File: src/hw/noc_router_pkg.sv
`default_nettype none

package noc_router_pkg;

  // ##########################################################################
  // Flit format
  // ##########################################################################

  typedef logic [2:0]  coord_t;
  typedef logic [15:0] payload_t;

  typedef struct packed {
    coord_t x;
    coord_t y;
  } location_t;

  typedef enum logic [1:0] {
    HEAD   = 2'd0,
    BODY   = 2'd1,
    TAIL   = 2'd2,
    SINGLE = 2'd3 // A one-flit packet is both head and tail.
  } flit_kind_t;

  typedef struct packed {
    flit_kind_t kind;
    location_t  dest;    // Only meaningful in HEAD and SINGLE flits.
    payload_t   payload;
  } flit_t;

  // ##########################################################################
  // Ports
  // ##########################################################################

  localparam int NUM_PORTS = 5;

  typedef enum logic [2:0] {
    PORT_X_PLUS  = 3'd0,
    PORT_X_MINUS = 3'd1,
    PORT_Y_PLUS  = 3'd2,
    PORT_Y_MINUS = 3'd3,
    PORT_LOCAL   = 3'd4
  } port_id_t;

  typedef logic [NUM_PORTS-1:0] port_mask_t;

  function automatic logic is_head(flit_t flit);
    return (flit.kind == HEAD) || (flit.kind == SINGLE);
  endfunction

  function automatic logic is_tail(flit_t flit);
    return (flit.kind == TAIL) || (flit.kind == SINGLE);
  endfunction

  // Dimension-order routing. X is resolved fully before Y.
  function automatic port_id_t xy_route(location_t dest, coord_t here_x, coord_t here_y);
    if (dest.x > here_x) return PORT_X_PLUS;
    if (dest.x < here_x) return PORT_X_MINUS;
    if (dest.y > here_y) return PORT_Y_PLUS;
    if (dest.y < here_y) return PORT_Y_MINUS;
    return PORT_LOCAL;
  endfunction

  function automatic port_mask_t port_mask(port_id_t port);
    return port_mask_t'(1) << port;
  endfunction

  function automatic port_id_t next_port(port_id_t port);
    return (port == PORT_LOCAL) ? PORT_X_PLUS : port_id_t'(port + 3'd1);
  endfunction

endpackage

`default_nettype wire

File: src/hw/noc_input_port.sv
`default_nettype none

module noc_input_port
  import noc_router_pkg::*;
#(
  parameter int BUFFER_DEPTH = 4
)(
  input  logic  clk,
  input  logic  rst_n,
  input  logic  flit_valid_i,
  input  flit_t flit_i,
  input  logic  pop_i,
  output logic  head_valid_o,
  output flit_t head_flit_o,
  output logic  credit_o
);

  localparam int PTR_W = (BUFFER_DEPTH > 1) ? $clog2(BUFFER_DEPTH) : 1;
  localparam int CNT_W = $clog2(BUFFER_DEPTH + 1);

  flit_t              mem [BUFFER_DEPTH];
  logic [PTR_W-1:0]   wr_ptr;
  logic [PTR_W-1:0]   rd_ptr;
  logic [CNT_W-1:0]   count;
  logic               push;
  logic               pop;
  logic               credit_q;

  // The upstream credit count guarantees a free slot for every valid flit.
  assign push = flit_valid_i;
  assign pop  = pop_i && head_valid_o;

  assign head_valid_o = (count != '0);
  assign head_flit_o  = mem[rd_ptr];
  assign credit_o     = credit_q;

  // ##########################################################################
  // Storage
  // ##########################################################################

  always_ff @(posedge clk) begin
    if (push) begin
      mem[wr_ptr] <= flit_i;
    end
  end

  always_ff @(posedge clk or negedge rst_n) begin
    if (!rst_n) begin
      wr_ptr <= '0;
      rd_ptr <= '0;
    end else begin
      if (push) begin
        wr_ptr <= (wr_ptr == PTR_W'(BUFFER_DEPTH - 1)) ? '0 : wr_ptr + 1'b1;
      end
      if (pop) begin
        rd_ptr <= (rd_ptr == PTR_W'(BUFFER_DEPTH - 1)) ? '0 : rd_ptr + 1'b1;
      end
    end
  end

  always_ff @(posedge clk or negedge rst_n) begin
    if (!rst_n) begin
      count <= '0;
    end else begin
      case ({push, pop})
        2'b10:   count <= count + 1'b1;
        2'b01:   count <= count - 1'b1;
        default: count <= count; // Idle, or push and pop cancel out.
      endcase
    end
  end

  // ##########################################################################
  // Credit return
  // ##########################################################################

  // One pulse per freed slot, in the cycle after the pop.
  always_ff @(posedge clk or negedge rst_n) begin
    if (!rst_n) begin
      credit_q <= 1'b0;
    end else begin
      credit_q <= pop;
    end
  end

endmodule

`default_nettype wire

File: src/hw/noc_route_selector.sv
`default_nettype none

module noc_route_selector
  import noc_router_pkg::*;
#(
  parameter coord_t ROUTER_X = '0,
  parameter coord_t ROUTER_Y = '0
)(
  input  logic       clk,
  input  logic       rst_n,
  input  logic       head_valid_i,
  input  flit_t      head_flit_i,
  input  logic       pop_i,
  output port_mask_t request_o,
  output logic       last_o
);

  port_id_t   fresh_port;
  port_mask_t fresh_route;
  port_mask_t route;
  port_mask_t held_route_q;
  logic       busy_q;
  logic       popped;

  assign fresh_port  = xy_route(head_flit_i.dest, ROUTER_X, ROUTER_Y);
  assign fresh_route = port_mask(fresh_port);

  // Body and tail flits carry no destination, so they follow the held route.
  assign route = busy_q ? held_route_q : fresh_route;

  assign request_o = head_valid_i ? route : '0;
  assign last_o    = head_valid_i && is_tail(head_flit_i);

  assign popped = pop_i && head_valid_i;

  // ##########################################################################
  // Held route
  // ##########################################################################

  always_ff @(posedge clk or negedge rst_n) begin
    if (!rst_n) begin
      busy_q       <= 1'b0;
      held_route_q <= '0;
    end else if (popped) begin
      if (is_tail(head_flit_i)) begin
        // Also covers a SINGLE flit, which never locks the route.
        busy_q       <= 1'b0;
        held_route_q <= '0;
      end else if (!busy_q && is_head(head_flit_i)) begin
        busy_q       <= 1'b1;
        held_route_q <= fresh_route;
      end
    end
  end

endmodule

`default_nettype wire

File: src/hw/noc_output_arbiter.sv
`default_nettype none

module noc_output_arbiter
  import noc_router_pkg::*;
#(
  parameter int BUFFER_DEPTH = 4
)(
  input  logic       clk,
  input  logic       rst_n,
  input  port_mask_t request_i,
  input  port_mask_t last_i,
  input  flit_t      flit_i [NUM_PORTS],
  output port_mask_t grant_o,
  output logic       flit_valid_o,
  output flit_t      flit_o,
  input  logic       credit_i
);

  localparam int CRED_W = $clog2(BUFFER_DEPTH + 1);

  logic [CRED_W-1:0] credits_q;
  logic              has_credit;
  logic              locked_q;
  port_id_t          owner_q;
  port_id_t          prio_q;
  port_id_t          winner;
  logic              found;
  logic              grant;
  logic              flit_valid_q;
  flit_t             flit_q;

  // ##########################################################################
  // Arbitration
  // ##########################################################################

  // A locked packet keeps the output until its last flit is granted.
  always_comb begin
    port_id_t candidate;
    candidate = prio_q;
    winner    = owner_q;
    found     = 1'b0;
    if (locked_q) begin
      found = request_i[owner_q];
    end else begin
      for (int i = 0; i < NUM_PORTS; i++) begin
        if (!found && request_i[candidate]) begin
          winner = candidate;
          found  = 1'b1;
        end
        candidate = next_port(candidate);
      end
    end
  end

  assign has_credit = (credits_q != '0);
  assign grant      = found && has_credit;
  assign grant_o    = grant ? port_mask(winner) : '0;

  always_ff @(posedge clk or negedge rst_n) begin
    if (!rst_n) begin
      locked_q <= 1'b0;
      owner_q  <= PORT_X_PLUS;
      prio_q   <= PORT_X_PLUS;
    end else if (grant) begin
      if (last_i[winner]) begin
        locked_q <= 1'b0;
        prio_q   <= next_port(winner); // Winner drops to lowest priority.
      end else begin
        locked_q <= 1'b1;
        owner_q  <= winner;
      end
    end
  end

  // ##########################################################################
  // Downstream credits
  // ##########################################################################

  always_ff @(posedge clk or negedge rst_n) begin
    if (!rst_n) begin
      credits_q <= CRED_W'(BUFFER_DEPTH);
    end else begin
      case ({grant, credit_i})
        2'b10:   credits_q <= credits_q - 1'b1;
        2'b01:   credits_q <= credits_q + 1'b1;
        default: credits_q <= credits_q;
      endcase
    end
  end

  // ##########################################################################
  // Output stage
  // ##########################################################################

  always_ff @(posedge clk or negedge rst_n) begin
    if (!rst_n) begin
      flit_valid_q <= 1'b0;
    end else begin
      flit_valid_q <= grant;
    end
  end

  always_ff @(posedge clk) begin
    if (grant) begin
      flit_q <= flit_i[winner];
    end
  end

  assign flit_valid_o = flit_valid_q;
  assign flit_o       = flit_q;

endmodule

`default_nettype wire

File: src/hw/noc_router.sv
`default_nettype none

module noc_router
  import noc_router_pkg::*;
#(
  parameter coord_t ROUTER_X     = '0,
  parameter coord_t ROUTER_Y     = '0,
  parameter int     BUFFER_DEPTH = 4
)(
  input  logic       clk,
  input  logic       rst_n,
  input  port_mask_t in_valid_i,
  input  flit_t      in_flit_i [NUM_PORTS],
  output port_mask_t in_credit_o,
  output port_mask_t out_valid_o,
  output flit_t      out_flit_o [NUM_PORTS],
  input  port_mask_t out_credit_i
);

  port_mask_t head_valid;
  flit_t      head_flit [NUM_PORTS];
  port_mask_t pop;
  port_mask_t last;
  port_mask_t request [NUM_PORTS];    // Indexed by input, one bit per output.
  port_mask_t req_by_out [NUM_PORTS]; // Indexed by output, one bit per input.
  port_mask_t grant [NUM_PORTS];      // Indexed by output, one bit per input.
  port_mask_t grant_by_in [NUM_PORTS];

  // ##########################################################################
  // Input side
  // ##########################################################################

  for (genvar g_in = 0; g_in < NUM_PORTS; g_in++) begin : g_input
    noc_input_port #(
      .BUFFER_DEPTH (BUFFER_DEPTH)
    ) u_input_port (
      .clk          (clk),
      .rst_n        (rst_n),
      .flit_valid_i (in_valid_i[g_in]),
      .flit_i       (in_flit_i[g_in]),
      .pop_i        (pop[g_in]),
      .head_valid_o (head_valid[g_in]),
      .head_flit_o  (head_flit[g_in]),
      .credit_o     (in_credit_o[g_in])
    );

    noc_route_selector #(
      .ROUTER_X (ROUTER_X),
      .ROUTER_Y (ROUTER_Y)
    ) u_route_selector (
      .clk          (clk),
      .rst_n        (rst_n),
      .head_valid_i (head_valid[g_in]),
      .head_flit_i  (head_flit[g_in]),
      .pop_i        (pop[g_in]),
      .request_o    (request[g_in]),
      .last_o       (last[g_in])
    );

    // An input requests one output at a time, so at most one grant bit is set.
    assign pop[g_in] = |grant_by_in[g_in];
  end

  // ##########################################################################
  // Crossbar
  // ##########################################################################

  for (genvar g_o = 0; g_o < NUM_PORTS; g_o++) begin : g_transpose_o
    for (genvar g_i = 0; g_i < NUM_PORTS; g_i++) begin : g_transpose_i
      assign req_by_out[g_o][g_i]  = request[g_i][g_o];
      assign grant_by_in[g_i][g_o] = grant[g_o][g_i];
    end
  end

  // ##########################################################################
  // Output side
  // ##########################################################################

  for (genvar g_out = 0; g_out < NUM_PORTS; g_out++) begin : g_output
    noc_output_arbiter #(
      .BUFFER_DEPTH (BUFFER_DEPTH)
    ) u_output_arbiter (
      .clk          (clk),
      .rst_n        (rst_n),
      .request_i    (req_by_out[g_out]),
      .last_i       (last),
      .flit_i       (head_flit),
      .grant_o      (grant[g_out]),
      .flit_valid_o (out_valid_o[g_out]),
      .flit_o       (out_flit_o[g_out]),
      .credit_i     (out_credit_i[g_out])
    );
  end

endmodule

`default_nettype wire

File: config.mk
export PLATFORM = sky130hd
export DESIGN_NAME = noc_router
export DESIGN_NICKNAME = d
export VERILOG_FILES = /design/src/hw/noc_router_pkg.sv /design/src/hw/noc_input_port.sv /design/src/hw/noc_route_selector.sv /design/src/hw/noc_output_arbiter.sv /design/src/hw/noc_router.sv
export SDC_FILE = /design/constraint.sdc
export NUM_CORES = 1
export LEC_CHECK = 0
export BUFFER_PORTS_ARGS = -buffer_cell sky130_fd_sc_hd__buf_2
export CORE_ASPECT_RATIO = 1.75
export CORE_MARGIN = 10
export CORE_UTILIZATION = 25
export DETAILED_ROUTE_END_ITERATION = 16
export SKIP_LAST_GASP = 1
export SYNTH_ARGS = -nofsm -noshare
export SYNTH_HDL_FRONTEND = slang
export SYNTH_HIERARCHICAL = 1
export SYNTH_SLANG_ARGS = --single-unit
File: constraint.sdc
create_clock -name clk -period 17.9 [get_ports clk]
set_input_delay 1.79 -clock clk [delete_from_list [all_inputs] [get_ports clk]]
set_output_delay 1.79 -clock clk [all_outputs]
set_load 0.01 [all_outputs]
== Word-level counts from Yosys, hierarchy flattened ==
Memories as Yosys holds them, arrays and structs flattened.
Cells that the tools add are included.
Storage, ports and cells
  input port bits: 132
  word-level logic and storage cells: 755
  output and inout bits: 130
  memories kept: 5
  flip-flop bits (word level): 245
  memory bits (writable): 480
Memories
  g_input[0].u_input_port.mem: depth 4, bits a word 24, rd ports 1, clocked after memory_dff 0, wr ports 1, RTL line noc_input_port.sv:21  | flit_t mem [BUFFER_DEPTH];
  g_input[1].u_input_port.mem: depth 4, bits a word 24, rd ports 1, clocked after memory_dff 0, wr ports 1, RTL line noc_input_port.sv:21
  g_input[2].u_input_port.mem: depth 4, bits a word 24, rd ports 1, clocked after memory_dff 0, wr ports 1, RTL line noc_input_port.sv:21
  g_input[3].u_input_port.mem: depth 4, bits a word 24, rd ports 1, clocked after memory_dff 0, wr ports 1, RTL line noc_input_port.sv:21
  g_input[4].u_input_port.mem: depth 4, bits a word 24, rd ports 1, clocked after memory_dff 0, wr ports 1, RTL line noc_input_port.sv:21
Cells by class
  equal/unequal tests: 65
  muxes and demuxes: 350
  add/sub/neg operators: 55
  $lt $le $gt $ge: 60
  reductions and logical operators: 125
  bitwise operators: 10
  shift operators: 10
Operators by type and width (number)
  24-bit binary-select mux with 3-bit select: 5
  3-bit two-way mux: 95
  24-bit two-way mux: 10
  1-bit two-way mux: 160
  3-bit by 4-bit < comparator with 1-bit output, second input constant: 35
  5-bit two-way mux: 25
  3-bit by 1-bit adder with 3-bit output, second input constant: 35
  1-bit binary-select mux with 3-bit select: 35
  3-bit == test, second input constant: 25
  2-bit == test, second input constant: 30
  3-bit one-hot mux with 2 select lines: 10
  1-bit by 3-bit << shifter with 5-bit output, first input constant: 10
  1-bit logical AND: 40
  3-bit by 1-bit greater-than comparator with 1-bit output, second input constant: 10
  3-bit by 1-bit < comparator with 1-bit output, second input constant: 10
  2-bit AND reduction: 15
  2-bit nonzero test: 15
  3-bit nonzero test: 10
  3-bit by 1-bit subtractor with 3-bit output, second input constant: 10
  1-bit logical NOT: 25
  5-bit OR reduction: 5
  2-bit by 1-bit adder with 2-bit output, second input constant: 10
  2-bit by 1-bit == test with 1-bit output, second input constant: 10
  4-bit >= comparator, second input constant: 5
  5 further kinds: 35

== Logic depth before layout (Yosys ltp) ==
An unclocked memory read counts as a cell.
  word-level depth: 42
  mapped depth: 37
  mapped depth without buffers: 31

== By module ==
Netlist, hierarchy kept.
By module, submodules not included
  noc_input_port: cells each 166, instances 5, area an instance 3962.6 sq um, seq. area each 3083.0 sq um
  noc_output_arbiter at g_output[1].u_output_arbiter: cells each 393, instances 1, area an instance 3597.2 sq um, seq. area each 997.2 sq um
  noc_output_arbiter at g_output[2].u_output_arbiter: cells each 344, instances 1, area an instance 3573.4 sq um, seq. area each 997.2 sq um
  noc_output_arbiter at g_output[4].u_output_arbiter: cells each 351, instances 1, area an instance 3525.9 sq um, seq. area each 997.2 sq um
  noc_output_arbiter at g_output[0].u_output_arbiter: cells each 316, instances 1, area an instance 3442.1 sq um, seq. area each 997.2 sq um
  noc_output_arbiter at g_output[3].u_output_arbiter: cells each 304, instances 1, area an instance 3378.2 sq um, seq. area each 997.2 sq um
  noc_route_selector: cells each 36, instances 5, area an instance 299.0 sq um, seq. area each 100.1 sq um
  noc_router: cells each 15, instances 1, area an instance 62.6 sq um, seq. area each 0.0 sq um

== Worst setup path after synthesis ==
OpenSTA, ideal clock, no wires.
  path kind: register -> register
  start: register g_output[0].u_output_arbiter.prio_q[0]
  end: register g_input[3].u_input_port.count[2]
  library setup time: 79 ps
  data required time: 17821 ps
  stages on the path, launching flop included: 37
  arrival time: 6434 ps
  path buffers: 8
  setup slack: 11387 ps
  period minus slack after synthesis: 6513 ps
  cells stage by stage: dfrtp_1 -> buf_6 -> clkbuf_1 -> inv_1 -> ha_1 -> a21bo_2 -> ha_1 -> o21ai_0 -> a22o_1 -> buf_6 -> inv_2 -> ha_1 -> clkbuf_1 -> mux2i_1 -> or4_1 -> a31oi_2 -> nor3_2 -> and2_4 -> buf_6 -> and2_1 -> buf_6 -> o31ai_1 -> buf_2 -> buf_2 -> ha_1 -> ha_1 -> and2_1 -> nor2_1 -> nand2_1 -> nand2_2 -> inv_1 -> ha_1 -> inv_1 -> fa_1 -> xor2_1 -> nor2_1 -> xor2_1
RTL lines
  start, declared: RTL line noc_output_arbiter.sv:25  | port_id_t prio_q;
  start signal, assigned: RTL line noc_output_arbiter.sv:67  | prio_q <= next_port(winner);
  end signal, assigned: RTL line noc_input_port.sv:66  | 2'b10: count <= count + 1'b1;
  end signal, assigned: RTL line noc_input_port.sv:67  | 2'b01: count <= count - 1'b1;
  end signal, assigned: RTL line noc_input_port.sv:68  | default: count <= count;
  end, declared: RTL line noc_input_port.sv:24  | logic [CNT_W-1:0] count;

==> reports/qor.txt <==
WORST SETUP PATH
--------------------------------------------------------------------------------
Maximum fanout along the worst path                                           34
Nature of the critical path endpoint                                        flop
Stages on the worst setup path                                                29
Crit path max-delay cell type                                            dfrtp_1
Critical path launch point type                                             flop
Buf/Inv on CP                                                                  7
Crit path DAT                                                            8.32 ns
Type of the worst setup path                                             reg2reg
Flop2flop setup slack                                                   10.13 ns
Required @ worst endpoint                                               18.44 ns
Origin of the critical flop-to-flop path                            g_output[1].u_output_arbiter/prio_q[0]
Largest delay contributor family on the critical path               compound AO/OA/AOI/OAI gates
Worst-case reg-to-reg path depth                                              29
CP most frequent cell                                                      inv_1
Launching instance or port of the critical path                     g_output[1].u_output_arbiter/prio_q[0]
Largest incremental delay on the critical path                           0.71 ns

PLACED DESIGN
--------------------------------------------------------------------------------
Post-placement cell area                                            42,400 sq um
Placer congestion estimate                                                 0.928
Post-DP HPWL                                                             98.2 mm
Count of port buffers added during placement                                 261

FLOORPLANNING
--------------------------------------------------------------------------------
Die X-Extent                                                         318 microns
Die area                                                            172,000 sq um
I/O pin total                                                                262
Height of the chip                                                   542 microns
Core region area                                                    155,000 sq um
Number of standard-cell rows in the floorplan                                191
Initial Util                                                               25.2%

GLOBAL ROUTE
--------------------------------------------------------------------------------
Maximum number of pins on one net before global-route repair                  60
First-pass GRT wire length                                                190 mm
Overall track demand over capacity in global routing                       14.7%
Initial antenna violation count                                               49
Number of global-route vias before repair                                 26,300
Leftover overflow at the end of global routing                                 0

STA
--------------------------------------------------------------------------------
Final number of hold-violating endpoints                                       0
Remaining max-slew budget at the tightest pin                              30.0%
Clock Skews                                                            0.0268 ns
Final max-slew violation count                                                 0
Total negative slack                                                        0 ns
Period minus WS final                                                    7.77 ns
Maximum achievable frequency                                             129 MHz
Final critical-path share of the clock period                              43.4%
Unrepaired setup endpoints after global routing                            false
Final count of negative-setup-slack endpoints                                  0
Worst slew pin tran                                                      1.05 ns

SYNTH
--------------------------------------------------------------------------------
Leading post-synthesis cells by cell area                           edfxtp_1, mux4_2, dfrtp_1
Synthesized area per cell                                             14.2 sq um
Post-Syn Instances                                                         2,733
Synthesized area                                                    38,900 sq um
Top cell type by total area after synthesis                             edfxtp_1
Post-synth EDFFs                                                             600
Area fraction of the dominant cell type after synthesis                    46.3%
Flops & latches, synth                                                       715
Most frequently used flop master after synthesis                        edfxtp_1
Distinct cell type count of the synthesized netlist                          129
Synth Warn #                                                                   6
Sequential fraction of the synthesis area                                  53.7%
Post-synth ARST share                                                      16.1%

FINAL LAYOUT
--------------------------------------------------------------------------------
Growth of design area from synthesis to finish                             14.3%
Count of nets after finishing                                              3,228
Fraction of final layout cells with drive strength greater than 1          24.4%
Finished layout cell area                                           44,500 sq um

DETAILED ROUTING
--------------------------------------------------------------------------------
Via density per instance                                                    5.16
Post-detailed-route DRC marker count                                           0
Wire length per cell after detailed routing                         26.1 microns
Remaining antenna violation count                                              0
Drt first pass iters                                                           7
First DRT Iteration DRCs                                                   2,084
Detailed Route WL                                                         132 mm
Vias post-DR                                                              26,200

WORST HOLD PATH
--------------------------------------------------------------------------------
Start point of the worst hold path                                  g_input[4].u_input_port/count[2]
Worst hold path depth                                                          1
Tightest Hold Check Type                                                 reg2reg

CLOCKING
--------------------------------------------------------------------------------
Clock root buffer                                                      clkbuf_16
Clock sink total                                                             715
Num CTS Buffers                                                               61
CTS tree                                                                     yes
Hold bufs inserted after CTS                                                   0
Skew-Pair Late Insertion Delay                                           0.68 ns
Post-CTS repair timing setup buffer count                                      0
Number of gates resized after CTS                                              0
Clock Path Buffers                                                             3
Clk slew on worst S/H paths                                              0.08 ns
Maximum level of the CTS H-tree                                                2

STATUS
--------------------------------------------------------------------------------
Outcome                                                             finished clean

RUN
--------------------------------------------------------------------------------
Number of maximum-capacitance violations                                       0

## sequential cells by signal (all words and copies together) (netlist names), 10 cells and up
name and cells:
g_input.u_input_port/count 15, g_input.u_input_port/rd_ptr 10, g_output.u_output_arbiter/flit_o 120, g_output.u_output_arbiter/prio_q 15, g_input.u_input_port/wr_ptr 10, g_input.u_route_selector/held_route_q 15, g_output.u_output_arbiter/owner_q 15, g_input.u_input_port/mem 480
g_output.u_output_arbiter/credits_q 15
## synthesized netlist by cell type, types with 22 or more instances
library cell  number
a32o_1            25
buf_2             51
a21oi_1           51
nor2b_1           22
ha_1             103
clkbuf_1          49
mux2i_1          244
and3_1            23
nand2b_1          28
mux2_2            47
dfrtp_1          110
edfxtp_1         600
inv_1            142
nand2_1          140
nor3_1            31
mux4_2           140
mux4_1            36
o21ai_0           58
nor2_1            94
a22o_1           103
and2_1            46
nand3_1           41
## final cells by class
cell class / instances / area [sq um]
multi-input combinational: 1726 / 16600
clock buffer: 71 / 1600
inverter: 150 / 566
tap: 2026 / 2530
timing repair buffer: 329 / 1820
clock inverter: 44 / 447
sequential: 715 / 20900
antenna: 10 / 25.0
fill: 15600 / 110000
## final timing paths
check,to
worst max-delay path,g_input[1].u_input_port/count[2]
worst min-delay path,g_input[4].u_input_port/count[2]
worst max register to register,g_input[1].u_input_port/count[2]
worst min register to register,g_input[4].u_input_port/count[2]
max in group asynchronous,g_input[4].u_input_port/count[2]
min in group asynchronous,g_input[0].u_input_port/wr_ptr[0]
## per-layer routing
metal | track usage (%) | routed length (microns) | up-vias
li1 | - | - | 11300
met1 | 17.1 | 50800 | 13300
met2 | 25.1 | 63700 | 1127
met3 | 3.14 | 9190 | 331
met4 | 8.11 | 8550 | 38
met5 | 0 | 252 | -
## cells in the final DEF, fill, tap and decap left out, drive strengths merged, types with 21 or more instances in the layout
cell / instances
edfxtp: 600
buf: 329
mux2i: 244
mux4: 176
inv: 154
nand2: 145
dfrtp: 110
ha: 103
a22o: 103
nor2: 94
clkbuf: 71
o21ai: 70
mux2: 65
a21oi: 58
and2: 49
nand3: 45
nor3: 38
nand2b: 28
or3: 27
clkinv: 27
and3: 26
a32o: 25
a31oi: 24
nor2b: 22
xor2: 21
## kinds of logic after synthesis
| kind of cell | Yosys count | share of synthesized area [%] |
|---|---|---|
| compound gates | 516 | 10.6 |
| xor+xnor | 31 | 0.698 |
| fa+ha+maj | 113 | 3.83 |
| buf+inv | 297 | 3.96 |
| flops | 715 | 53.7 |
| mux | 485 | 18.8 |
| other cells | 5 | 0.0483 |
| simple gates | 571 | 8.29 |
## metrics by stage
step / cells / utilization [%] / worst slack, ns / hold WS (ns)
floorplan: 2738 / - / 11.39 / 0.443
CTS: 5061 / 28.7 / 10.17 / 0.475
finish: 5071 / 28.8 / 10.13 / 0.477
global route: 5063 / 28.7 / 9.53 / 0.497
detailed placement: 4946 / 27.4 / 10.19 / 0.461
global placement: 4946 / 27.4 / 10.27 / 0.459
## worst register-to-register path, delay by kind of cell (launching register included)
kind / cells / cell delay [ns]
and+or+nand+nor: 7 / 1.66
AOI/OAI and AO/OA: 8 / 2.65
DFF: 1 / 0.71
adders and majority gates: 5 / 1.28
xor gates and xnor gates: 2 / 0.29
buffers and inverters: 7 / 1.09
Power is not shown: default switching activity piles up to over one toggle a cycle in this logic, so the estimate is an artifact.
